<file path="config.mk">
export PLATFORM = sky130hd
export DESIGN_NAME = load_aligner_flat
export DESIGN_NICKNAME = d
export VERILOG_FILES = /design/src/mem_access_pkg.sv /design/src/mem_access_ifs.sv /design/src/load_aligner.sv /design/src/flat_wrapper.sv
export VERILOG_INCLUDE_DIRS = /design/src
export SDC_FILE = /design/constraint.sdc
export NUM_CORES = 1
export LEC_CHECK = 0
export ABC_CLOCK_PERIOD_IN_PS = 800
export BUFFER_PORTS_ARGS = -buffer_cell sky130_fd_sc_hd__buf_4
export CAP_MARGIN = 20
export CORE_MARGIN = 1.5
export CORE_UTILIZATION = 47
export DETAILED_ROUTE_END_ITERATION = 7
export PLACE_DENSITY_LB_ADDON = 0.3
export SETUP_SLACK_MARGIN = 0.05
export SLEW_MARGIN = 25
export SYNTH_ARGS = -nofsm -noshare
export SYNTH_HDL_FRONTEND = slang
export SYNTH_SLANG_ARGS = --single-unit
export TNS_END_PERCENT = 50
</file>
<file path="constraint.sdc">
create_clock -name clk -period 0.8 [get_ports clk]
set_input_delay 0.16 -clock clk [delete_from_list [all_inputs] [get_ports clk]]
set_output_delay 0.16 -clock clk [all_outputs]
set_load 0.01 [all_outputs]
</file>
<file path="src/mem_access_macros.svh">
// address base, RAM depth and data width for the memory access unit, include where needed
`ifndef MEM_ACCESS_MACROS_SVH
`define MEM_ACCESS_MACROS_SVH

// byte address of RAM word 0
`define MEM_BASE 64'h0000_0000_8000_0000

// data path width in bits
`define DATA_W 64

// log2 of the RAM depth in 64-bit words
`define RAM_AW 9

`endif

</file>
<file path="src/mem_access_pkg.sv">
// shared opcode and sequencer state enums for the memory access unit
`default_nettype none

package mem_access_pkg;

  // RISC-V load funct3 codes
  // stores only look at the low two bits for the size
  typedef enum logic [2:0] {
    lb  = 3'd0,
    lh  = 3'd1,
    lw  = 3'd2,
    ld  = 3'd3,
    lbu = 3'd4,
    lhu = 3'd5,
    lwu = 3'd6
  } funct3_e;

  // sequencer states
  typedef enum logic [1:0] {
    idle   = 2'd0,
    first  = 2'd1,
    second = 2'd2,
    finish = 2'd3
  } seq_state_e;

endpackage

`default_nettype wire

</file>
<file path="src/mem_access_ifs.sv">
// interfaces between decoder, sequencer, RAM and load aligner, compiled before the modules
`default_nettype none

`include "mem_access_macros.svh"


// finished access with raw words, sequencer to aligner
interface load_if;
  logic                       valid;
  logic                       is_store;
  logic [2:0]                 offset;
  mem_access_pkg::funct3_e    funct3;
  logic [`DATA_W-1:0]         word_lo;
  logic [`DATA_W-1:0]         word_hi;

  modport src (output valid, is_store, offset, funct3, word_lo, word_hi);
  modport dst (input valid, is_store, offset, funct3, word_lo, word_hi);
endinterface

`default_nettype wire

</file>
<file path="src/load_aligner.sv">
// load result stage, realigns the raw words and extends the value per funct3
`default_nettype none

`include "mem_access_macros.svh"

module load_aligner (
  input  wire logic           clk,
  input  wire logic           arst_n,
  load_if.dst                 ld,
  output logic                done,
  output logic [`DATA_W-1:0]  rdata
);

  logic [2*`DATA_W-1:0] joined;
  logic [`DATA_W-1:0]   raw;
  logic [`DATA_W-1:0]   ext;

  // requested bytes start at bit 0 after the shift
  assign joined = {ld.word_hi, ld.word_lo} >> {ld.offset, 3'b000};
  assign raw    = joined[`DATA_W-1:0];

  always_comb begin
    case (ld.funct3)
      mem_access_pkg::lb:  ext = {{56{raw[7]}}, raw[7:0]};
      mem_access_pkg::lh:  ext = {{48{raw[15]}}, raw[15:0]};
      mem_access_pkg::lw:  ext = {{32{raw[31]}}, raw[31:0]};
      mem_access_pkg::lbu: ext = {56'd0, raw[7:0]};
      mem_access_pkg::lhu: ext = {48'd0, raw[15:0]};
      mem_access_pkg::lwu: ext = {32'd0, raw[31:0]};
      default:             ext = raw;
    endcase
  end

  always_ff @(posedge clk or negedge arst_n) begin
    if (!arst_n) begin
      done  <= 1'b0;
      rdata <= '0;
    end else begin
      done <= ld.valid;
      // stores leave the last load result in place
      if (ld.valid && !ld.is_store) begin
        rdata <= ext;
      end
    end
  end

endmodule

`default_nettype wire

</file>
<file path="src/flat_wrapper.sv">
// flat-port wrapper written by rule: the top's interface ports become plain ports
module load_aligner_flat 
  (clk, arst_n, done, rdata, ld_valid, ld_is_store, ld_offset, ld_funct3, ld_word_lo, ld_word_hi);
  load_if ld_i ();
  input  wire logic clk;
  input  wire logic arst_n;
  output logic done;
  output logic [`DATA_W-1:0] rdata;
  input wire logic [$bits(ld_i.valid)-1:0] ld_valid;
  input wire logic [$bits(ld_i.is_store)-1:0] ld_is_store;
  input wire logic [$bits(ld_i.offset)-1:0] ld_offset;
  input wire logic [$bits(ld_i.funct3)-1:0] ld_funct3;
  input wire logic [$bits(ld_i.word_lo)-1:0] ld_word_lo;
  input wire logic [$bits(ld_i.word_hi)-1:0] ld_word_hi;
  assign ld_i.valid = ld_valid;
  assign ld_i.is_store = ld_is_store;
  assign ld_i.offset = ld_offset;
  assign ld_i.funct3 = ld_funct3;
  assign ld_i.word_lo = ld_word_lo;
  assign ld_i.word_hi = ld_word_hi;
  load_aligner u_core (.clk(clk), .arst_n(arst_n), .ld(ld_i), .done(done), .rdata(rdata));
endmodule
</file>
---- Word level (Yosys, flattened, before mapping) ----
Cells that the tools add are included.
storage, ports and cells
  word-level logic and storage cells ...... 12
  input port bits ......................... 138
  bits in registers ....................... 65
  output and inout bits ................... 65
operators by class
  eq/ne operators ......................... 5
  reductions and logical operators ........ 3
  mux-type cells .......................... 1
  shifts and indexed selects .............. 1
operators by type and width
  cell                  count
  $pmux W64 S6          1
  $shr A128 B6 Y64      1
  $eq A3 B3 Y1 const B  3
  $eq A3 B1 Y1 const B  1
  $eq A3 B2 Y1 const B  1
  $logic_not A3 Y1      1
  $logic_and A1 B1 Y1   1
  $logic_not A1 Y1      1

---- Depth between registers and ports, before layout ----
  depth after elaboration ................. 2
  gate-level depth with buffers ........... 10
  gate-level depth less buffers ........... 4

---- Least setup slack after synthesis ----
OpenSTA, ideal clock, no wires.
  kind .................................... in2reg
  from .................................... input port ld_offset[0]
  to ...................................... register u_core.rdata[25]
  arrival time ............................ 1920 ps
  slack ................................... -1257 ps
  cell stages on the path ................. 8
  library setup time ...................... 136 ps
  cells stage by stage .................... buf_4 > buf_6 > buf_2 > buf_1 > mux2_2 > mux4_2 > nand2_1 > a31oi_2
between the ends
  cells in the longest elaborated chain, start to end .. 2
ends and longest elaborated chain
  item                  RTL line            source
  from (decl)           flat_wrapper.sv:11  input wire logic [$bits(ld_i.offset)-1:0] ld_offset;
  $shr A128 B6 Y64      load_aligner.sv:19  assign joined = {ld.word_hi, ld.word_lo} >> {ld.offset, 3'b000};
  $pmux W64 S6          load_aligner.sv:23  case (ld.funct3)
  to (signal assigned)  load_aligner.sv:42  rdata <= ext;
  to (decl)             load_aligner.sv:11  output logic [`DATA_W-1:0] rdata
Every way passes these cells.
A chain may end at the register's enable or synchronous reset.

---- Final worst setup path ----
  from .................................... input port ld_offset[0]
  to ...................................... register u_core.rdata[59]
The elaborated chain is that of the path after synthesis.

==> metrics <==
Final Setup Violations=129; number of synthesized flops with an enable pin=0; # nets final=867; Syn Area/Cell=11.3 sq um; Post-DRT Antenna Nets=0; Synthesized Nets=about 650; Clk pwr share=between 30% and 40%; outcome=finished, violations left; proportion of synthesized area in mux cells=between 40% and 50%; Synth top area share=28.2%; crit path DAT=between 2 and 2.5 ns; commonest register cell after synthesis=dfrtp_1; share of synthesized registers carrying an async set or reset=100%; DR DRC count=0; clock skew=0 ns; FILL cells=approximately 740; synth cell count leaders=mux2_2, nand2_1, dfrtp_1; Int Pwr=0.0101 W; Rel. slew slack=80.3%; Post-DP HPWL=between 10 and 15 mm; total power of the final layout=approximately 0.015 W; clk slew on worst S/H paths=0.05 ns; Simple-Gate Fraction of Synth Area=between 10% and 20%; IO buf count=around 190; Hold Violations, Final=0; WHS Endpoint=u_core.done$_DFF_PN0_; worst setup slack after layout=-1.01 ns; Hold Path Stages=2; dpl cell area=a little under 0.008 sq mm; reg-to-reg endpoint=u_core.rdata[59]$_DFFE_PN0P_; Setup Crit Path Kind=in -> reg; most common cell in the netlist=mux2_2; period utilisation layout=226%; # IOs=around 200; Slew @ Worst Pin=0.287 ns; Final Max Slew Viols=0; TritonCTS Sinks=65; placed cell count=843; flop-to-flop setup slack=-0.12 ns; Critical Path RT=roughly 1.0 ns; violated checks=setup timing; root buf cell=clkbuf_16; Via Count=5768; final wirelength=~22 mm; VDD IR max=between 1 and 1.5 mV; Vert. Die Dim=about 110 microns; cell taking the most area after synthesis=dfrtp_1; Area Growth Syn to Fin=55.9%; gr usage total=between 30% and 40%; Iter 0 DRT Violations=497; Max Fclk=554 MHz; Adder-Cell Fraction of Synth Area=0%; sequential share of power=29.4%; Compound-Gate Fraction of Synth Area=11.1%; largest net degree at the start of global routing=52; final core utilization=approximately 75%; initial core utilization=48.0%; r2r worst-path depth=2; vias per cell=between 6 and 7; antenna fix cells=0; leakage power=approximately 3.8 nW; Final min period=1.81 ns; CP startpoint kind=primary input; Yosys warnings=0; Initial DRT Pass Iterations=5; r2r startpoint=u_core.rdata[59]$_DFFE_PN0P_; first-pass GRT wire length=31.6 mm; RSZ-0062 raised after global routing=yes; fraction of layout cells with a size suffix above 1=between 60% and 70%; FP Rows=40; initial antenna violation count=0; Hold Startpoint=ld_valid; Power Density=1640 mW/mm^2; insertion delay to the later sink of the worst-skew pair=0.32 ns; die width=between 100 and 150 microns; DR WL/cell=between 20 and 30 microns; crit path max fanout=12; Core ar.=0.0120 sq mm; Max-cap violations=0; grt total ovfl=0; setup_tns=-70.82 ns; Sw Pwr=0.00466 W; sequential-to-total area share from yosys stat=between 20 and 30%; CTS buffer count=9; Max clock buf depth=2; Distinct cells, synth=28; gp weighted congestion=0.881; DIE AREA=approximately 0.013 sq mm; post-synthesis sequential element count=65; Critical Path End Type=flip-flop; htree depth=3; Synth Instances=509; Synth area leaders=dfrtp_1, mux4_2, mux2_2, nand2_1, nor2_1; Sw Share=31.6%; fin cells=880; Post-Syn Area=approximately 0.0058 sq mm; CTS tree=built; Final Instance Area=about 0.009 sq mm; number of global-route vias before repair=~5700; class of the worst hold path=in -> reg; Comb power frac=roughly two fifths; largest family of logic cells by synthesized area=multiplexers; Synth Area in XOR/XNOR=0%
-- power groups by stage --
stage	logic (W)	registers, W	clock network [W]
global route	0.00628	0.00439	0.00456
CTS	0.00557	0.00431	0.00440
finish	0.00599	0.00435	0.00442
global placement	0.00483	0.00423	0
detailed placement	0.00496	0.00424	0
floorplan	0.00237	0.00442	0
-- critical path, cell delays in order --
cell and delay, ns:
buf_12 0.12, mux2i_1 0.16, mux4_2 0.49, or4b_4 0.60, clkbuf_16 0.24, a41oi_2 0.26
-- layout by cell type, fill, tap and decap left out, drive strengths merged, types with 5 or more instances in the layout --
cell type and count:
buf 260, mux2 104, nand2 70, dfrtp 65, mux4 62, nor2 58
a41oi 33, clkbuf 16, a31oi 16, mux2i 8, a21oi 8, o21ai 8
nand2b 5
-- repair_timing --
item / in CTS / in global routing
pin swaps: 3 / 0
setup buffers: 7 / 4
gates resized for setup: 108 / 29
cloned: 5 / 5
endpoints found under the setup margin: 129 / 129
hold buffers: 1 / 0
hold endpoints to repair: 65 / 0
-- cells by family (layout without fill, tap and decap cells) --
family / Yosys count / after routing
buf+inv: 57 / 281
simple gates: 144 / 144
mux: 174 / 174
flops: 65 / 65
compound gates: 69 / 69
-- how the worst max path moves through the flow --
| stage | from | endpoint | slack (ns) |
|---|---|---|---|
| after floorplan | ld_offset[0] | u_core.rdata[21]$_DFFE_PN0P_ | -1.17 |
| after global placement | ld_offset[0] | u_core.rdata[32]$_DFFE_PN0P_ | -1.17 |
| after detailed placement | ld_offset[0] | u_core.rdata[53]$_DFFE_PN0P_ | -1.28 |
| after CTS | ld_offset[0] | u_core.rdata[51]$_DFFE_PN0P_ | -0.88 |
| after global routing | ld_offset[0] | u_core.rdata[59]$_DFFE_PN0P_ | -1.00 |
| final | ld_offset[0] | u_core.rdata[59]$_DFFE_PN0P_ | -1.01 |
-- through the flow --
stage	hold slack (ns)	setup WS (ns)
after floorplan	-0.136	-1.17
after CTS	0.0384	-0.880
after global routing	0.0409	-1.00
final	0.0471	-1.01
after global placement	0.0250	-1.17
after detailed placement	0.0257	-1.28
-- layer usage --
layer | up-vias | wire length [microns] | GRT usage, % | part of all wire, %
li1 | 2400 | - | - | -
met5 | - | 0 | 0 | 0
met3 | 97 | 2190 | 6.11 | 9.7
met2 | 446 | 11000 | 52.2 | 49
met1 | 2825 | 7980 | 41.1 | 36
met4 | 0 | 1320 | 15.3 | 5.9
-- flip-flops by register name, indices dropped and copies added (netlist names) --
register / flops
u_core.rdata: 64
u_core.done: 1
-- cell type report --
class	instances	area [sq um]	share of cell area, %
clock buffer	11	253	2.81
clock inverter	4	76.3	0.848
multi-input combinational	387	4130	45.9
sequential	65	1630	18.1
tap	147	184	2.04
timing repair buffer	266	2730	30.3
(Power assumes the default switching activity.)
