## src/mem_access_macros.svh

```systemverilog
// address base, RAM depth and data width for the memory access unit, include where needed
`ifndef MEM_ACCESS_MACROS_SVH
`define MEM_ACCESS_MACROS_SVH

// byte address of RAM word 0
`define MEM_BASE 64'h0000_0000_8000_0000

// data path width in bits
`define DATA_W 64

// log2 of the RAM depth in 64-bit words
`define RAM_AW 9

`endif

```

## src/mem_access_pkg.sv

```systemverilog
// shared opcode and sequencer state enums for the memory access unit
`default_nettype none

package mem_access_pkg;

  // RISC-V load funct3 codes
  // stores only look at the low two bits for the size
  typedef enum logic [2:0] {
    lb  = 3'd0,
    lh  = 3'd1,
    lw  = 3'd2,
    ld  = 3'd3,
    lbu = 3'd4,
    lhu = 3'd5,
    lwu = 3'd6
  } funct3_e;

  // sequencer states
  typedef enum logic [1:0] {
    idle   = 2'd0,
    first  = 2'd1,
    second = 2'd2,
    finish = 2'd3
  } seq_state_e;

endpackage

`default_nettype wire

```

## src/mem_access_ifs.sv

```systemverilog
// interfaces between decoder, sequencer, RAM and load aligner, compiled before the modules
`default_nettype none

`include "mem_access_macros.svh"

// decoded request, decoder to sequencer
interface mem_req_if;
  logic                       valid;
  logic                       is_store;
  logic [`RAM_AW-1:0]         word_idx;
  logic [2:0]                 offset;
  mem_access_pkg::funct3_e    funct3;
  logic                       split;
  logic [`DATA_W/8-1:0]       wmask_lo;
  logic [`DATA_W/8-1:0]       wmask_hi;
  logic [`DATA_W-1:0]         wdata_lo;
  logic [`DATA_W-1:0]         wdata_hi;

  modport src (output valid, is_store, word_idx, offset, funct3, split,
               output wmask_lo, wmask_hi, wdata_lo, wdata_hi);
  modport dst (input valid, is_store, word_idx, offset, funct3, split,
               input wmask_lo, wmask_hi, wdata_lo, wdata_hi);
endinterface

// single word port, sequencer to RAM
interface ram_port_if;
  logic                       en;
  logic                       we;
  logic [`RAM_AW-1:0]         addr;
  logic [`DATA_W-1:0]         wdata;
  logic [`DATA_W/8-1:0]       wmask;
  logic [`DATA_W-1:0]         rdata;

  modport master (output en, we, addr, wdata, wmask, input rdata);
  modport slave (input en, we, addr, wdata, wmask, output rdata);
endinterface

// finished access with raw words, sequencer to aligner
interface load_if;
  logic                       valid;
  logic                       is_store;
  logic [2:0]                 offset;
  mem_access_pkg::funct3_e    funct3;
  logic [`DATA_W-1:0]         word_lo;
  logic [`DATA_W-1:0]         word_hi;

  modport src (output valid, is_store, offset, funct3, word_lo, word_hi);
  modport dst (input valid, is_store, offset, funct3, word_lo, word_hi);
endinterface

`default_nettype wire

```

## src/mem_access_seq.sv

```systemverilog
// access sequencer, turns one decoded request into one or two word RAM cycles
`default_nettype none

`include "mem_access_macros.svh"

module mem_access_seq (
  input  wire logic   clk,
  input  wire logic   arst_n,
  mem_req_if.dst      in,
  ram_port_if.master  ram,
  load_if.src         ld,
  output logic        busy
);

  mem_access_pkg::seq_state_e state_q;
  mem_access_pkg::seq_state_e state_d;
  logic [`DATA_W-1:0]         word_lo_q;
  logic                       on_first;

  // the decoder payload stays stable while busy is high,
  // so the request fields are read straight from the interface
  always_comb begin
    state_d = state_q;
    case (state_q)
      mem_access_pkg::idle: begin
        if (in.valid) begin
          state_d = mem_access_pkg::first;
        end
      end
      mem_access_pkg::first: begin
        if (in.split) begin
          state_d = mem_access_pkg::second;
        end else begin
          state_d = mem_access_pkg::finish;
        end
      end
      mem_access_pkg::second: begin
        state_d = mem_access_pkg::finish;
      end
      default: begin
        state_d = mem_access_pkg::idle;
      end
    endcase
  end

  always_ff @(posedge clk or negedge arst_n) begin
    if (!arst_n) begin
      state_q <= mem_access_pkg::idle;
    end else begin
      state_q <= state_d;
    end
  end

  // RAM port
  assign on_first  = (state_q == mem_access_pkg::first);
  assign ram.en    = on_first | (state_q == mem_access_pkg::second);
  assign ram.we    = ram.en & in.is_store;
  assign ram.addr  = on_first ? in.word_idx : in.word_idx + 1'b1;
  assign ram.wdata = on_first ? in.wdata_lo : in.wdata_hi;
  assign ram.wmask = on_first ? in.wmask_lo : in.wmask_hi;

  // first word of a split access returns while the second is issued
  always_ff @(posedge clk) begin
    if (state_q == mem_access_pkg::second) begin
      word_lo_q <= ram.rdata;
    end
  end

  // last word is taken directly off the RAM read port
  assign ld.valid    = (state_q == mem_access_pkg::finish);
  assign ld.is_store = in.is_store;
  assign ld.offset   = in.offset;
  assign ld.funct3   = in.funct3;
  assign ld.word_lo  = in.split ? word_lo_q : ram.rdata;
  assign ld.word_hi  = ram.rdata;

  // covers the decoder strobe cycle as well, drops when done rises
  assign busy = (state_q != mem_access_pkg::idle) | in.valid;

endmodule

`default_nettype wire

```

## src/flat_wrapper.sv

```systemverilog
// flat-port wrapper written by rule: the top's interface ports become plain ports
module mem_access_seq_flat 
  (clk, arst_n, busy, in_valid, in_is_store, in_word_idx, in_offset, in_funct3, in_split, in_wmask_lo, in_wmask_hi, in_wdata_lo, in_wdata_hi, ram_en, ram_we, ram_addr, ram_wdata, ram_wmask, ram_rdata, ld_valid, ld_is_store, ld_offset, ld_funct3, ld_word_lo, ld_word_hi);
  mem_req_if in_i ();
  ram_port_if ram_i ();
  load_if ld_i ();
  input  wire logic clk;
  input  wire logic arst_n;
  output logic busy;
  input wire logic [$bits(in_i.valid)-1:0] in_valid;
  input wire logic [$bits(in_i.is_store)-1:0] in_is_store;
  input wire logic [$bits(in_i.word_idx)-1:0] in_word_idx;
  input wire logic [$bits(in_i.offset)-1:0] in_offset;
  input wire logic [$bits(in_i.funct3)-1:0] in_funct3;
  input wire logic [$bits(in_i.split)-1:0] in_split;
  input wire logic [$bits(in_i.wmask_lo)-1:0] in_wmask_lo;
  input wire logic [$bits(in_i.wmask_hi)-1:0] in_wmask_hi;
  input wire logic [$bits(in_i.wdata_lo)-1:0] in_wdata_lo;
  input wire logic [$bits(in_i.wdata_hi)-1:0] in_wdata_hi;
  output wire logic [$bits(ram_i.en)-1:0] ram_en;
  output wire logic [$bits(ram_i.we)-1:0] ram_we;
  output wire logic [$bits(ram_i.addr)-1:0] ram_addr;
  output wire logic [$bits(ram_i.wdata)-1:0] ram_wdata;
  output wire logic [$bits(ram_i.wmask)-1:0] ram_wmask;
  input wire logic [$bits(ram_i.rdata)-1:0] ram_rdata;
  output wire logic [$bits(ld_i.valid)-1:0] ld_valid;
  output wire logic [$bits(ld_i.is_store)-1:0] ld_is_store;
  output wire logic [$bits(ld_i.offset)-1:0] ld_offset;
  output wire logic [$bits(ld_i.funct3)-1:0] ld_funct3;
  output wire logic [$bits(ld_i.word_lo)-1:0] ld_word_lo;
  output wire logic [$bits(ld_i.word_hi)-1:0] ld_word_hi;
  assign in_i.valid = in_valid;
  assign in_i.is_store = in_is_store;
  assign in_i.word_idx = in_word_idx;
  assign in_i.offset = in_offset;
  assign in_i.funct3 = in_funct3;
  assign in_i.split = in_split;
  assign in_i.wmask_lo = in_wmask_lo;
  assign in_i.wmask_hi = in_wmask_hi;
  assign in_i.wdata_lo = in_wdata_lo;
  assign in_i.wdata_hi = in_wdata_hi;
  assign ram_en = ram_i.en;
  assign ram_we = ram_i.we;
  assign ram_addr = ram_i.addr;
  assign ram_wdata = ram_i.wdata;
  assign ram_wmask = ram_i.wmask;
  assign ram_i.rdata = ram_rdata;
  assign ld_valid = ld_i.valid;
  assign ld_is_store = ld_i.is_store;
  assign ld_offset = ld_i.offset;
  assign ld_funct3 = ld_i.funct3;
  assign ld_word_lo = ld_i.word_lo;
  assign ld_word_hi = ld_i.word_hi;
  mem_access_seq u_core (.clk(clk), .arst_n(arst_n), .in(in_i), .ram(ram_i), .ld(ld_i), .busy(busy));
endmodule
```

## config.mk

```make
export PLATFORM = sky130hd
export DESIGN_NAME = mem_access_seq_flat
export DESIGN_NICKNAME = d
export VERILOG_FILES = /design/src/mem_access_pkg.sv /design/src/mem_access_ifs.sv /design/src/mem_access_seq.sv /design/src/flat_wrapper.sv
export VERILOG_INCLUDE_DIRS = /design/src
export SDC_FILE = /design/constraint.sdc
export NUM_CORES = 1
export LEC_CHECK = 0
export ABC_AREA = 1
export BUFFER_PORTS_ARGS = -buffer_cell sky130_fd_sc_hd__buf_2
export CORE_AREA = 4 4 171 173
export DETAILED_ROUTE_END_ITERATION = 6
export DIE_AREA = 0 0 175 177
export GPL_TIMING_DRIVEN = 0
export PLACE_DENSITY = 0.47
export SLEW_MARGIN = 40
export SYNTH_ARGS = -nofsm -noshare
export SYNTH_HDL_FRONTEND = slang
export SYNTH_SLANG_ARGS = --single-unit
```

## constraint.sdc

```tcl
create_clock -name clk -period 4.8 [get_ports clk]
set_input_delay 1.44 -clock clk [delete_from_list [all_inputs] [get_ports clk]]
set_output_delay 1.44 -clock clk [all_outputs]
set_load 0.02 [all_outputs]
```

### Word level (Yosys, flattened, before mapping)

Index checks and enable logic that the tools add are counted.

* register bits after elaboration: 66
* input bits: 228
* output and inout bits: 220
* logic and storage cells: 19

* $add $sub $neg: 1
* equal/unequal tests: 4
* muxes and demuxes: 7
* bitwise logic cells: 3
* reductions and logical operators: 2

Operators by type and width (count)
* 64-bit two-way mux: 2
* 9-bit by 1-bit adder with 9-bit output, second input constant: 1
* 9-bit two-way mux: 1
* 8-bit two-way mux: 1
* 2-bit one-hot mux with 3 select lines: 1
* 2-bit == test, second input constant: 2
* 2-bit by 1-bit == test with 1-bit output, second input constant: 1
* 2-bit zero test: 1
* 2-bit two-way mux: 1
* 2-bit inequality test, second input constant: 1
* 1-bit bitwise OR: 2
* 2-bit nonzero test: 1
* 1-bit AND: 1
* 1-bit two-way mux: 1

### Depth between registers and ports, before layout

* word-level depth: 3
* depth in mapped cells: 7

### Least setup slack after synthesis

Ideal clock, no wire load.

* path kind: in2out
* from: input in_word_idx[0]
* to: output ram_addr[8]
* arrival: 2.224 ns
* setup slack: 1.136 ns
* stages: 5
* cell sequence: ha_1 > nand4_1 > nor2_1 > nor2_1 > nor2_1

* word-level cells in the longest chain between the ends: 2

RTL lines
* from (decl): line flat_wrapper.sv:12 `input wire logic [$bits(in_i.word_idx)-1:0] in_word_idx;`
* 9-bit by 1-bit adder with 9-bit output: line mem_access_seq.sv:58 `assign ram.addr = on_first ? in.word_idx : in.word_idx + 1'b1;`
* 9-bit two-way mux: line mem_access_seq.sv:58
* to (decl): line flat_wrapper.sv:22 `output wire logic [$bits(ram_i.addr)-1:0] ram_addr;`

No other way between the ends.

### Worst setup path after layout

* from: input in_split
* to: output ld_word_lo[51]

* word-level cells in the longest chain between the ends: 1

RTL lines
* from (decl): line flat_wrapper.sv:15 `input wire logic [$bits(in_i.split)-1:0] in_split;`
* 64-bit two-way mux: line mem_access_seq.sv:74 `assign ld.word_lo = in.split ? word_lo_q : ram.rdata;`
* to (decl): line flat_wrapper.sv:30 `output wire logic [$bits(ld_i.word_lo)-1:0] ld_word_lo;`

No other way between the ends.

==> results.txt <==
* Classification of the worst setup path: input port to output pin
- Across the VDD grid, the largest voltage drop is 0.0001521 V.
* Number of buffers and inverters on the critical path: 4
* Number of violations of the max-capacitance limit: 0
- During synthesis, Yosys emitted a total of 0 warnings.
- Maximum frequency from static timing analysis: 247.1 MHz
- Counting every net in the synthesized netlist gives 868.
* Average vias per placed instance: 3.663
- Clock transition at the registers of the reported paths: 0.06 ns
- CTS tree: done
- Worst reg2reg path depth: 3
* Post-Place Worst Slack: 0.6710 ns
- Among all flip-flop cells after synthesis, the most frequent one is sky130_fd_sc_hd__edfxtp_1.
* Worst hold slack: 0.6609 ns
- Path category of the worst min-delay check: flop to flop
- In the final routed layout, each cell accounts on average for 13.63 um.
- Across the routed clock network, the largest skew measured is 0.008480 ns.
- By instance count, the leading cell after synthesis is sky130_fd_sc_hd__nand2_1.
- The startpoint identified for the worst hold timing path is u_core.state_q[0].
- Worst-case hold path end point: u_core.state_q[0]
- Maximum single-stage delay on the critical path: 0.48 ns
- Detailed-placement wirelength estimate: 16.63 mm
* Mux share of post-synthesis cell area: 0
- Of all flip-flops after synthesis, the portion carrying an async set or reset was 0.03030.
- Fill cells in the final layout number 3101.
- Clock sink count: 66
- Die area: 0.03098 mm^2
- The number of global-route vias before repair is 5039.
* Number of DRC violations after detailed-routing iteration 0: 201
* Leading cell types by total area after synthesis: sky130_fd_sc_hd__edfxtp_1 43%, sky130_fd_sc_hd__nand2_1 36%, sky130_fd_sc_hd__buf_4 12%
- Clock root buffer master: sky130_fd_sc_hd__clkbuf_16
- After detailed routing, the number of remaining DRC violations is 0.
* Synth area leader: sky130_fd_sc_hd__edfxtp_1
- First-pass GRT wire length: 29.20 mm
* Synth Instances: 634
* Design Area, Final: 0.007501 mm^2
* Initial core utilization: 0.1624
- Input and output buffers added on the ports amount to 441.
- Required time of the critical path: 3.36 ns
* Worst hold stages: 2
- The pre-antenna-repair detailed-routing pass consisted of 4 iterations.
* Later-pin clock latency in the skew report: 0.33 ns
* FP Rows: 61
* Compound-cell area share of the yosys netlist: 0.005577
- Setup repair after global routing left no endpoint under its margin.
- In this run the deepest clock path goes through 2 buffers.
- RR Startpoint: u_core.state_q[0]
* Std-Cell Core Area: 0.02763 mm^2
* CP Max Fanout: 10
* Antenna Diode Count: 0
- Traced cell by cell, the critical path runs through buf_2 > inv_2 > clkbuf_1 > nand2_1 > nand2_1 > buf_2.
- The smallest clock period supported by the final layout is computed as 4.046 ns.
- Most frequent cells after synthesis: 427 x sky130_fd_sc_hd__nand2_1, 71 x sky130_fd_sc_hd__buf_4, 64 x sky130_fd_sc_hd__edfxtp_1
- Of the total synthesized cell area, the portion taken by full adders, half adders and majority gates is 0.01673.
* Final core occ: 0.2715
* Category of cells accounting for the largest share of critical-path delay: buffers and inverters
* Status: complete, no violations
- Of the total synthesized cell area, the portion taken by AND, OR, NAND and NOR gates is 0.3681.
* Initial antenna violation count: 2
* Share of cells above drive strength 1: 0.5055
* Leakage: 4.354 nW
- Final Max Slew Viols: 0
- Buffers added to address setup during post-CTS repair amount to 0.
* Fraction of synthesized cell area in xor and xnor cells: 0.009760
- Vias post-DR: 5385
- The H-tree was split into 3 levels.
- Area after detailed placement: 0.007199 mm^2
- Seq cells post-synth: 66
- For the pin with the worst max-slew slack, the measured transition is 0.5777 ns.
- Number of I/O pins: 448
* Final setup vio count: 0
* Cts bufs inserted: 9
- Relative max-transition margin: 0.6149
- Count of nets after finishing: 1321
* Combined global-route utilization of all metal layers: 0.1199
* Layout area overhead: 67.18%
- The share of synthesized area in the top cell type comes to 0.4283.
- Count of flip-flops with a built-in enable after synthesis: 64
- Post-Layout Cell Count: 1470
- Final routed wirelength across all metal layers: 20.04 mm
* Remaining Overflow, GRT: 0
- The slowest stage of the critical path is the sky130_fd_sc_hd__clkbuf_1 cell.
- STA classifies the critical path endpoint as an output pin.
- Total power divided by cell area: 473.6 mW/mm^2
* Die Y-Extent: 177 um
- Main combinational cell family by area after synthesis: simple AND/OR/NAND/NOR gates
* Antenna Violating Nets Remaining: 0
- Entering global routing, the biggest net connects 37 pins.
* Ratio of final minimum period to clock period: 0.8430
* Sequential-to-total area share from yosys stat: 0.4395
* Overall power of the completed layout: 3.552 mW
- Setup TNS: 0 ns
- Minimum setup slack among reg-to-reg paths: 3.15 ns
* Hold violation count in the final report: 0
- Die boundary width: 175 um
* FF-to-FF End: u_core.word_lo_q[49]
* Placed cell count: 1454
- Synthesized area: 0.004487 mm^2
- Number of buffers inserted for hold repair after clock tree synthesis: 0
- Synthesis instantiated 18 different standard cells from the library.
- Post-route setup slack: 0.7537 ns
- At the end of routability-driven placement, the weighted congestion stood at 0.7253.
- Mean area per synthesized cell: 7.077 um^2
- Critical Path Source Type: input port
* Data arrival, critical path: 2.61 ns
- Post-CTS repair changed the size of 0 cells.
==> registers in the layout, indices dropped and copies added, names as in the netlist <==
register and cells:
u_core.state_q 2, u_core.word_lo_q 64
==> final cells by class <==
class	instances	area, um^2	share of cell area
Multi-Input combinational cell	454	1808	0.2410
Clock buffer	9	225.2	0.03003
Inverter	14	52.55	0.007006
Timing Repair Buffer	442	2227	0.2969
Sequential cell	66	1972	0.2629
Tap cell	378	473.0	0.06305
Clock inverter	7	76.32	0.01018
Buffer	100	666.9	0.08891
==> how the worst max path moves through the flow <==
stage,startpoint,end,depth (start not counted)
after floorplan,in_word_idx[0],ram_addr[8],5
after global placement,in_split,ld_word_lo[37],6
after detailed placement,in_split,ld_word_lo[37],6
after CTS,in_split,ld_word_lo[37],6
after global routing,in_split,ld_word_lo[37],6
final,in_split,ld_word_lo[51],6
==> routing by layer <==
metal / GRT usage / vias up / share of wire
li1: - / 2780 / -
met3: 0.03354 / 15 / 0.085
met4: 0.02651 / 2 / 0.0081
met1: 0.1463 / 2333 / 0.39
met5: 0 / - / 0.00065
met2: 0.2113 / 255 / 0.51
==> power breakdown <==
group          total [mW]  switching (mW)  leakage (nW)  internal [mW]
combinational        1.95            1.33          3.59          0.616
sequential          0.917          0.0508         0.626          0.866
clock               0.686           0.280         0.142          0.406
==> tightest hold or removal path, cell delays in order (launching register included) <==
cell and delay (ns):
sky130_fd_sc_hd__dfrtp_1 0.43, sky130_fd_sc_hd__o21ai_1 0.15, sky130_fd_sc_hd__a21oi_1 0.05
==> kinds of logic after synthesis <==
family,Yosys count
adder cells (fa/ha/maj),6
XOR/XNOR,5
buffers and inverters,114
AO/OA/AOI/OAI,5
AND/OR/NAND/NOR,438
flip-flops,66
==> placed cells by master, fill, tap and decap left out, types with 4 or more instances in the layout <==
master                      synthesis  final
sky130_fd_sc_hd__buf_4             71     71
sky130_fd_sc_hd__clkbuf_1           9      9
sky130_fd_sc_hd__ha_1               6      5
sky130_fd_sc_hd__nand2_1          427    427
sky130_fd_sc_hd__clkbuf_16          0      9
sky130_fd_sc_hd__inv_1             12     12
sky130_fd_sc_hd__nor2_1             7      7
sky130_fd_sc_hd__xnor2_1            4      4
sky130_fd_sc_hd__buf_2             20    461
sky130_fd_sc_hd__edfxtp_1          64     64
No activity file was read; power rests on OpenSTA's default activity.
