--- config.mk ---
export PLATFORM = sky130hd
export DESIGN_NAME = mem_req_decoder_flat
export DESIGN_NICKNAME = d
export VERILOG_FILES = /design/src/mem_access_pkg.sv /design/src/mem_access_ifs.sv /design/src/mem_req_decoder.sv /design/src/flat_wrapper.sv
export VERILOG_INCLUDE_DIRS = /design/src
export SDC_FILE = /design/constraint.sdc
export NUM_CORES = 1
export LEC_CHECK = 0
export BUFFER_PORTS_ARGS = -buffer_cell sky130_fd_sc_hd__buf_2
export CAP_MARGIN = 40
export CORE_MARGIN = 4
export CORE_UTILIZATION = 45
export CTS_BUF_LIST = sky130_fd_sc_hd__clkbuf_16
export DETAILED_ROUTE_END_ITERATION = 16
export PLACE_DENSITY = 0.78
export SKIP_LAST_GASP = 1
export SYNTH_ARGS = -nofsm -noshare
export SYNTH_HDL_FRONTEND = slang
export SYNTH_SLANG_ARGS = --single-unit
export TNS_END_PERCENT = 30
--- constraint.sdc ---
create_clock -name clk -period 0.8 [get_ports clk]
set_input_delay 0.2 -clock clk [delete_from_list [all_inputs] [get_ports clk]]
set_output_delay 0.2 -clock clk [all_outputs]
set_load 0.05 [all_outputs]
--- src/mem_access_macros.svh ---
// address base, RAM depth and data width for the memory access unit, include where needed
`ifndef MEM_ACCESS_MACROS_SVH
`define MEM_ACCESS_MACROS_SVH

// byte address of RAM word 0
`define MEM_BASE 64'h0000_0000_8000_0000

// data path width in bits
`define DATA_W 64

// log2 of the RAM depth in 64-bit words
`define RAM_AW 9

`endif

--- src/mem_access_pkg.sv ---
// shared opcode and sequencer state enums for the memory access unit
`default_nettype none

package mem_access_pkg;

  // RISC-V load funct3 codes
  // stores only look at the low two bits for the size
  typedef enum logic [2:0] {
    lb  = 3'd0,
    lh  = 3'd1,
    lw  = 3'd2,
    ld  = 3'd3,
    lbu = 3'd4,
    lhu = 3'd5,
    lwu = 3'd6
  } funct3_e;

  // sequencer states
  typedef enum logic [1:0] {
    idle   = 2'd0,
    first  = 2'd1,
    second = 2'd2,
    finish = 2'd3
  } seq_state_e;

endpackage

`default_nettype wire

--- src/mem_access_ifs.sv ---
// interfaces between decoder, sequencer, RAM and load aligner, compiled before the modules
`default_nettype none

`include "mem_access_macros.svh"

// decoded request, decoder to sequencer
interface mem_req_if;
  logic                       valid;
  logic                       is_store;
  logic [`RAM_AW-1:0]         word_idx;
  logic [2:0]                 offset;
  mem_access_pkg::funct3_e    funct3;
  logic                       split;
  logic [`DATA_W/8-1:0]       wmask_lo;
  logic [`DATA_W/8-1:0]       wmask_hi;
  logic [`DATA_W-1:0]         wdata_lo;
  logic [`DATA_W-1:0]         wdata_hi;

  modport src (output valid, is_store, word_idx, offset, funct3, split,
               output wmask_lo, wmask_hi, wdata_lo, wdata_hi);
  modport dst (input valid, is_store, word_idx, offset, funct3, split,
               input wmask_lo, wmask_hi, wdata_lo, wdata_hi);
endinterface


`default_nettype wire

--- src/mem_req_decoder.sv ---
// request front end, captures a byte-addressed access and decodes it for the sequencer
`default_nettype none

`include "mem_access_macros.svh"

module mem_req_decoder (
  input  wire logic                 clk,
  input  wire logic                 arst_n,
  input  wire logic                 req,
  input  wire logic                 is_store,
  input  wire logic [`DATA_W-1:0]   addr,
  input  wire logic [2:0]           funct3,
  input  wire logic [`DATA_W-1:0]   wdata,
  input  wire logic                 busy,
  mem_req_if.src                    out
);

  logic [`DATA_W-1:0]     rel_addr;
  logic [2:0]             offset;
  logic [3:0]             nbytes;
  logic [3:0]             end_byte;
  logic [7:0]             size_mask;
  logic [15:0]            wide_mask;
  logic [2*`DATA_W-1:0]   wide_data;
  logic                   take;

  assign rel_addr = addr - `MEM_BASE;
  assign offset   = rel_addr[2:0];
  assign nbytes   = 4'd1 << funct3[1:0];

  // one past the last byte touched, beyond 8 means the next word too
  assign end_byte = {1'b0, offset} + nbytes;

  always_comb begin
    case (funct3[1:0])
      2'b00:   size_mask = 8'h01;
      2'b01:   size_mask = 8'h03;
      2'b10:   size_mask = 8'h0f;
      default: size_mask = 8'hff;
    endcase
  end

  // place mask and data across a two word window
  assign wide_mask = {8'h00, size_mask} << offset;
  assign wide_data = {{`DATA_W{1'b0}}, wdata} << {offset, 3'b000};

  // requests during an access are dropped
  assign take = req & ~busy;

  always_ff @(posedge clk or negedge arst_n) begin
    if (!arst_n) begin
      out.valid <= 1'b0;
    end else begin
      out.valid <= take;
    end
  end

  // payload is held until the next accepted request
  always_ff @(posedge clk) begin
    if (take) begin
      out.is_store <= is_store;
      out.word_idx <= rel_addr[`RAM_AW+2:3];
      out.offset   <= offset;
      out.funct3   <= mem_access_pkg::funct3_e'(funct3);
      out.split    <= (end_byte > 4'd8);
      out.wmask_lo <= wide_mask[7:0];
      out.wmask_hi <= wide_mask[15:8];
      out.wdata_lo <= wide_data[`DATA_W-1:0];
      out.wdata_hi <= wide_data[2*`DATA_W-1:`DATA_W];
    end
  end

endmodule

`default_nettype wire

--- src/flat_wrapper.sv ---
// flat-port wrapper written by rule: the top's interface ports become plain ports
module mem_req_decoder_flat 
  (clk, arst_n, req, is_store, addr, funct3, wdata, busy, out_valid, out_is_store, out_word_idx, out_offset, out_funct3, out_split, out_wmask_lo, out_wmask_hi, out_wdata_lo, out_wdata_hi);
  mem_req_if out_i ();
  input  wire logic clk;
  input  wire logic arst_n;
  input  wire logic req;
  input  wire logic is_store;
  input  wire logic [`DATA_W-1:0] addr;
  input  wire logic [2:0] funct3;
  input  wire logic [`DATA_W-1:0] wdata;
  input  wire logic busy;
  output wire logic [$bits(out_i.valid)-1:0] out_valid;
  output wire logic [$bits(out_i.is_store)-1:0] out_is_store;
  output wire logic [$bits(out_i.word_idx)-1:0] out_word_idx;
  output wire logic [$bits(out_i.offset)-1:0] out_offset;
  output wire logic [$bits(out_i.funct3)-1:0] out_funct3;
  output wire logic [$bits(out_i.split)-1:0] out_split;
  output wire logic [$bits(out_i.wmask_lo)-1:0] out_wmask_lo;
  output wire logic [$bits(out_i.wmask_hi)-1:0] out_wmask_hi;
  output wire logic [$bits(out_i.wdata_lo)-1:0] out_wdata_lo;
  output wire logic [$bits(out_i.wdata_hi)-1:0] out_wdata_hi;
  assign out_valid = out_i.valid;
  assign out_is_store = out_i.is_store;
  assign out_word_idx = out_i.word_idx;
  assign out_offset = out_i.offset;
  assign out_funct3 = out_i.funct3;
  assign out_split = out_i.split;
  assign out_wmask_lo = out_i.wmask_lo;
  assign out_wmask_hi = out_i.wmask_hi;
  assign out_wdata_lo = out_i.wdata_lo;
  assign out_wdata_hi = out_i.wdata_hi;
  mem_req_decoder u_core (.clk(clk), .arst_n(arst_n), .req(req), .is_store(is_store), .addr(addr), .funct3(funct3), .wdata(wdata), .busy(busy), .out(out_i));
endmodule
# Yosys cells after proc, flatten, opt, wreduce, memory -nomap -nowiden
# Cells that the tools add are included.
[op_classes]
n_mux = 1
addsub = 2
magnitude_cmp = 1
n_eq_ne = 2
multipliers = 0
reduce_logical = 1
n_shift = 3
bitwise = 2
div = 0
[op_table]
columns = ["operator", "count"]
rows = [
  ["64-bit by 6-bit << shifter with 128-bit output", 1],
  ["8-bit case mux with 3 select lines", 1],
  ["8-bit by 3-bit << shifter with 16-bit output", 1],
  ["12-bit by 1-bit subtractor with 12-bit output, second input constant", 1],
  ["3-bit by 4-bit adder with 4-bit output", 1],
  ["4-bit > comparator, second input constant", 1],
  ["1-bit by 2-bit << shifter with 4-bit output, first input constant", 1],
  ["2-bit by 1-bit equality test with 1-bit output, second input constant", 1],
  ["2-bit equality test, second input constant", 1],
  ["2-bit logical NOT", 1],
  ["1-bit AND", 1],
  ["1-bit inverter", 1],
]
[word_totals]
ff_bits = 162
input_bits = 136
n_memories = 0
elab_cells = 22
mem_bits_ro = 0
out_inout_bits = 162
latchBits = 0
mem_bits_rw = 0

# Longest topological paths before layout
# Gate-level depths: netlist (run 1).
[logic_depth]
ltp_word = 3
mapped_depth = 7
depth_no_buf = 6

# Worst setup path after synthesis (run 1)
# Ideal clock, no wire load.
[synth_timing]
kind = "input port to flip-flop"
startpoint = "input busy"
endpoint = "register u_core.out.valid"
path_slack_ns = -6.997
path_stages = 1
t_arrival_ns = 6.964
setup_time_ns = 0.833
n_path_buf = 0
required_ns = -0.033
path_cell_list = "nor2b_1"
[synth_between]
elab_chain_len = 2
[synth_lines]
columns = ["element", "line", "rtl"]
rows = [
  ["start: declaration", "flat_wrapper.sv:12", "input wire logic busy;"],
  ["1-bit inverter", "mem_req_decoder.sv:48", "assign take = req & ~busy;"],
  ["1-bit AND", "mem_req_decoder.sv:48", ""],
  ["end signal: assignment", "mem_req_decoder.sv:54", "out.valid <= take;"],
  ["end: declaration", "mem_access_ifs.sv:19", "modport src (output valid, is_store, word_idx, offset, funct3, split,"],
]
# No other way between the ends.
# A chain may end at the register's enable or synchronous reset.

# Final worst setup path (run 1)
[layout_timing]
startpoint = "input funct3[0]"
endpoint = "register u_core.out.split, data pin"
[layout_between]
elab_chain_len = 3
[layout_lines]
columns = ["element", "line", "rtl"]
rows = [
  ["start: declaration", "flat_wrapper.sv:10", "input wire logic [2:0] funct3;"],
  ["1-bit by 2-bit << shifter with 4-bit output", "mem_req_decoder.sv:29", "assign nbytes = 4'd1 << funct3[1:0];"],
  ["3-bit by 4-bit adder with 4-bit output", "mem_req_decoder.sv:32", "assign end_byte = {1'b0, offset} + nbytes;"],
  ["4-bit > comparator", "mem_req_decoder.sv:65", "out.split <= (end_byte > 4'd8);"],
  ["end signal: assignment", "mem_req_decoder.sv:65", ""],
  ["end: declaration", "mem_access_ifs.sv:19", ""],
]
# No other way between the ends.

==> reports/metrics.cfg, run 1 <==
[synthesis]
synth_xor_area_share_pct = 0.1143
synth_cell_types = 42
avgSynthCellArea_um2 = 13.15
synth_edf_count = 152
synth-simple-area-share_pct = 7.542
synthArstFlopShare_pct = 0.6536
synth_area_leaders = edfxtp_1 60%, mux2i_1 6.4%, mux2_2 4.7%
synthMuxAreaShare_pct = 11.10
synth_top_family_by_area = compound AO/OA/AOI/OAI gates
synth_cells = 583
synthTopCellsByCount = 152 x edfxtp_1, 49 x mux2i_1, 49 x nor2_1
synth_area_mm2 = 0.007665
ys_seq_area_share_pct = 59.88
synthAdderAreaFrac_pct = 0.9141
synth_top_cell_area_share_pct = 59.55
synth_compound_area_share_pct = 15.56
synth.most_common_cell = edfxtp_1
ys_ff_latch = 153
synth_warnings = 0
synthFlopType = edfxtp_1
yosysTopAreaCell = edfxtp_1

[cts]
cts.sinks = 153
htree_levels = 4
cts_tree = built
cts_buffers = 17
clock_path_buffers = 2
clk_pin_slew_worst_paths_ns = 0.06
cts-root-buf = clkbuf_16

[grt]
grt_overflow = 0
grt_max_degree = 31
grt_pass1_vias = 6945
antenna_found_initial = 2
grt_usage_pct = 26.55
grt_pass1_wl_um = 39720

[timing]
setup_slack_ns = -0.5097
slew_violations = 0
whs_ns = 0.09791
final-hold-violation-count = 0
fmax_mhz = 763.5
rsz0062_at_grt = true
setup_viol = 287
period_needed_ns = 1.310
tns_ns = -87.14
period_share_pct = 163.7
slew_headroom_pct = 57.27
tightest_slew_ns = 0.6396

[place]
dp_hpwl_um = 19230
placed_area_mm2 = 0.01066
gp_congestion = 0.9563
pre_cts_slack_ns = -0.8323
numPortBuffers = 236
dp_cells = 1145

[setup_path]
cp-end-kind = register
cp-start-kind = primary input
path_class = primary input to register
crit_chain = buf_2 > nor2_2 > ha_2 > fa_1 > nor3b_1 > nor3_1
critPathSlowestCell = fa_1
cp.required_ns = 0.97
slowest_delay_ns = 0.43
worstPathMaxFanout = 4
arrival_ns = 1.48

[routing]
highest_layer = met5
totalWireLength_um = 27390
dr.pass1.iters = 8
met2_wirelength_um = 14010
drt_iter0_drc = 704
vias = 6928
met3WireLength_um = 2611
wl_met1_um = 10180
routedWlPerCell_um = 22.63
drc = 0
post_drt_via_cell_ratio = 5.726
ant_nets = 0

[finish]
fin_cells = 1210
final_layout_size_suffix_gt1_share_pct = 50.40
syn_to_final_growth_pct = 62.41
fin_util_pct = 74.80
postLayoutCellArea_mm2 = 0.01245
final_nets = 1118
antennaDiodeCount = 0

[die]
start_util_pct = 46.06
std_cell_rows = 47
ioPinCount = 298
fp.dieH_um = 138.5
coreArea_mm2 = 0.01664
die_w_um = 138.5
die-area_mm2 = 0.01919

[run_status]
failed_checks = setup timing
status = complete, but fails checks

[power_and_ir_drop]
power_density_mw_per_mm2 = 2059
ir_worst_vdd_uv = 1588
cellLeakagePower_nw = 5.292
fin_total_pwr_mw = 25.63

[job]
maxCapViolations = 0

[hold_path]
hold_path.class = primary input to asynchronous set/reset pin

[state kept, by name, indices dropped and copies added (netlist names)]
register,cells
u_core.out.valid,1
u_core.out.wmask_hi,7
u_core.out.wdata_lo,64
u_core.out.is_store,1
u_core.out.wmask_lo,8
u_core.out.funct3,3
u_core.out.offset,3
u_core.out.split,1
u_core.out.word_idx,9
u_core.out.wdata_hi,56
[cells in the final DEF, fill, tap and decap left out, types with 4 or more instances in the layout]
cell and n:
o2bb2ai_1 9, dlygate4sd3_1 14, conb_1 9, a21oi_1 4
a22oi_1 17, and3_1 16, buf_2 114, clkbuf_16 22
a221oi_2 4, a211oi_1 11, nand2_1 23, mux2_2 27
buf_8 4, nand3_1 9, mux2i_2 4, buf_6 99
mux2_4 5, o21a_1 10, edfxtp_1 152, nand3b_1 8
mux2i_1 45, buf_12 49, inv_1 4, o21ai_0 32
bufinv_16 5, o211a_1 16, nor2b_1 4, buf_4 140
a222oi_1 8, o21ai_1 5, a221oi_1 13, a2bb2oi_1 8
a22oi_2 5, o221ai_1 9, nor2_1 48
[layout make-up]
cell class / count / area [um^2]
clock inverters: 15 / 221.5
clock buffers: 17 / 425.4
multi-input cells: 373 / 2839
flip-flops and latches: 153 / 4589
repair buffers: 427 / 4075
well taps: 220 / 275.3
inverters: 5 / 22.52
fillers: 1018 / 4194
[how the worst max path moves through the flow]
stage                                      start                                end  slack [ns]  cells after the start
6_report                               funct3[0]         u_core.out.split$_DFFE_PP_       -0.51                      6
5_1_grt        u_core.out.wdata_hi[13]$_DFFE_PP_                   out_wdata_hi[13]       -0.52                      1
4_1_cts        u_core.out.wdata_hi[13]$_DFFE_PP_                   out_wdata_hi[13]       -0.52                      1
3_5_place_dp                             addr[2]  u_core.out.wdata_hi[13]$_DFFE_PP_       -0.83                      5
3_3_place_gp                           funct3[0]         u_core.out.split$_DFFE_PP_       -0.80                      6
2_1_floorplan                                req     u_core.out.funct3[0]$_DFFE_PP_       -2.12                      1
[where the power goes]
group          total, mW  leakage [nW]  internal, mW  switching [mW]
combinational       6.85          3.61          2.79            4.06
sequential          9.86          1.36          9.53           0.323
clock               8.92         0.319          5.55            3.37
[worst max-delay path, delay by kind of cell]
family	cells	cell delay [ns]
fa+ha+maj	2	0.66
simple gates	3	0.50
buf+inv	1	0.12
[timing repair]
action	in CTS	in global routing
gates resized for setup	126	138
setup buffers	0	15
pin swaps	0	3
endpoints found under the hold margin	14	0
setup endpoints to repair	285	287
hold buffers	14	0
gates cloned	0	5
[routing by layer]
metal | GRT usage, % | vias up
met4 | 7.332 | 4
met5 | 0 | -
met2 | 45.68 | 419
met3 | 8.184 | 49
met1 | 32.46 | 3380
li1 | - | 3076
[cell families (layout without fill, tap and decap cells)]
| group | Yosys count | in the layout |
|---|---|---|
| AOI/OAI and AO/OA | 156 | 156 |
| DFF | 153 | 153 |
| and+or+nand+nor | 121 | 121 |
| muxes | 81 | 81 |
| buffers and inverters | 65 | 464 |
| adders and majority gates | 5 | 5 |
| other | 1 | 9 |
| xor gates and xnor gates | 1 | 1 |
(Power assumes the default switching activity.)
==> inputs of run 2 (changes only) <==
--- a/config.mk
+++ b/config.mk
@@ -6,13 +6,14 @@
 export SDC_FILE = /design/constraint.sdc
 export NUM_CORES = 1
 export LEC_CHECK = 0
+export ABC_AREA = 1
 export BUFFER_PORTS_ARGS = -buffer_cell sky130_fd_sc_hd__buf_2
-export CAP_MARGIN = 40
+export CAP_MARGIN = 20
 export CORE_MARGIN = 4
 export CORE_UTILIZATION = 45
 export CTS_BUF_LIST = sky130_fd_sc_hd__clkbuf_16
 export DETAILED_ROUTE_END_ITERATION = 16
-export PLACE_DENSITY = 0.78
+export PLACE_DENSITY = 0.77
 export SKIP_LAST_GASP = 1
 export SYNTH_ARGS = -nofsm -noshare
 export SYNTH_HDL_FRONTEND = slang
==> run 2 against run 1 <==
Against the previous run: the flow still finishes with violations (setup timing); design area shrank 7.3%; combinational power fell by 9.5%; clock power is 9.8% lower; count of clock-buffer cells in the layout stayed put; total power is 6.1% lower; flip-flop and latch count stayed put; first-iteration DRC count shrank 3.1%; die area up 1.4%; critical path depth decreased by 5; non-clock buffer count is 110 lower; fmax increased by 2.8%; largest cell class unchanged.
==> reports/metrics.cfg, run 2 <==
[power_and_ir_drop]
ir_worst_vdd_uv = 1659
fin_total_pwr_mw = 24.07
power_density_mw_per_mm2 = 2086
cellLeakagePower_nw = 5.186

[routing]
drc = 0
dr.pass1.iters = 5
drt_iter0_drc = 682
ant_nets = 0
totalWireLength_um = 24550
post_drt_via_cell_ratio = 5.245
vias = 7227
routedWlPerCell_um = 17.81

[place]
pre_cts_slack_ns = -0.8229
numPortBuffers = 236
dp_hpwl_um = 18140
gp_congestion = 0.9154

[timing]
tns_ns = -79.16
setup_slack_ns = -0.4736
final-hold-violation-count = 0
fmax_mhz = 785.2
period_share_pct = 159.2
period_needed_ns = 1.274
setup_viol = 279
slew_violations = 0
rsz0062_at_grt = true
whs_ns = 0.08392

[synthesis]
synthAdderAreaFrac_pct = 0.9003
ys_ff_latch = 153
synthMuxAreaShare_pct = 0
synth_cell_types = 23
yosysTopAreaCell = edfxtp_1
avgSynthCellArea_um2 = 9.049
synth_xor_area_share_pct = 0
synth_warnings = 0
synth_edf_count = 152
synth.most_common_cell = nand2_1
synth_area_leaders = edfxtp_1 59%, nand2_1 14%, nand3_1 13%
synth-simple-area-share_pct = 32.07
ys_seq_area_share_pct = 58.97
synthTopCellsByCount = 292 x nand2_1, 201 x nand3_1, 152 x edfxtp_1
synth_cells = 860
synth_area_mm2 = 0.007782
synth_top_cell_area_share_pct = 58.65
synthFlopType = edfxtp_1
synth_top_family_by_area = simple AND/OR/NAND/NOR gates
synth_compound_area_share_pct = 1.270
synthArstFlopShare_pct = 0.6536

[setup_path]
crit_chain = buf_12
path_class = register to primary output
slowest_delay_ns = 0.46
cp.required_ns = 0.60
critical_path_buf_inv_count = 1
cp-start-kind = register
critPathSlowestCell = edfxtp_1
cp-end-kind = primary output
arrival_ns = 1.07
crit_family = flip-flops
worstPathMaxFanout = 1
critPathLaunch = u_core.out.wdata_lo[37]$_DFFE_PP_

[finish]
final_layout_size_suffix_gt1_share_pct = 31.20
reg_top3 = u_core.out.wdata_lo (64), u_core.out.wdata_hi (56), u_core.out.word_idx (9)
largest_register_ffs = 64
syn_to_final_growth_pct = 48.25
final_common_cell = nand2_1
layout_common_cells = 292 x nand2_1, 201 x nand3_1, 152 x edfxtp_1
largest-register = u_core.out.wdata_lo
nFillCells = 1282
final_nets = 1282
fin_util_pct = 68.84

[cts]
clk_pin_slew_worst_paths_ns = 0.06
cts-root-buf = clkbuf_16
cts.sinks = 153
cts_buffers = 17
cts_tree = built
htree_levels = 4
clock_path_buffers = 2

[grt]
antenna_found_initial = 3
grt_max_degree = 48
grt_usage_pct = 24.45
grt_overflow = 0
grt_pass1_wl_um = 36980
grt_pass1_vias = 6556

[hold_path]
hold_path.class = primary input to asynchronous set/reset pin

[die]
std_cell_rows = 47
coreArea_mm2 = 0.01676
start_util_pct = 46.44
ioPinCount = 298
fp.dieH_um = 139.5
die-area_mm2 = 0.01946
die_w_um = 139.5

[job]
maxCapViolations = 0

[run_status]
status = complete, but fails checks
failed_checks = setup timing

==> run 2: stage by stage <==
stage	area, um^2	cells
detailed placement	10190	1328
finish	11540	1378
global placement	10190	1328
global route	11530	1376
floorplan	7833	868
CTS	11240	1372
==> run 2: cell type report <==
type | instances | area (um^2) | area share, %
flip-flops and latches | 153 | 4589 | 39.78
repair buffers | 317 | 3189 | 27.64
multi-input cells | 614 | 2729 | 23.65
clock buffers | 17 | 425.4 | 3.687
well taps | 220 | 275.3 | 2.386
clock inverters | 15 | 163.9 | 1.421
inverters | 38 | 155.1 | 1.345
diodes | 4 | 10.01 | 0.08676
==> run 2: cells by family (layout without fill, tap and decap cells) <==
logic type	after synthesis	in the layout
and+or+nand+nor	581	581
DFF	153	153
buffers and inverters	101	387
AOI/OAI and AO/OA	19	19
adders and majority gates	5	5
other	1	13
==> run 2: per-layer routing <==
metal,wire length (um),up-vias,global-route usage (%)
met5,15,-,0
met4,650,2,7.981
met3,2457,39,7.925
met2,11170,383,37.07
met1,10250,3343,33.47
li1,-,3460,-
==> run 2: how the worst max path moves through the flow <==
| stage | cells after the start | slack (ns) | end |
|---|---|---|---|
| final | 1 | -0.47 | out_wdata_lo[37] |
| after global routing | 1 | -0.51 | out_wdata_lo[37] |
| after CTS | 1 | -0.49 | out_wdata_lo[37] |
| after detailed placement | 8 | -0.82 | u_core.out.split$_DFFE_PP_ |
| after global placement | 8 | -0.79 | u_core.out.split$_DFFE_PP_ |
| after floorplan | 2 | -2.09 | u_core.out.funct3[0]$_DFFE_PP_ |
==> run 2: report_power, final <==
group	total (mW)	leakage, nW	switching (mW)	internal (mW)
Clock	8.05	0.286	3.40	4.66
Sequential	9.82	1.35	0.297	9.52
Combinational	6.20	3.55	4.01	2.18
==> run 2: what timing repair did <==
item / CTS / global route
resized for setup: 110 / 124
hold buffers: 12 / 0
setup buffers: 0 / 2
pin swaps: 0 / 6
hold endpoints to repair: 12 / 0
setup endpoints to repair: 277 / 280
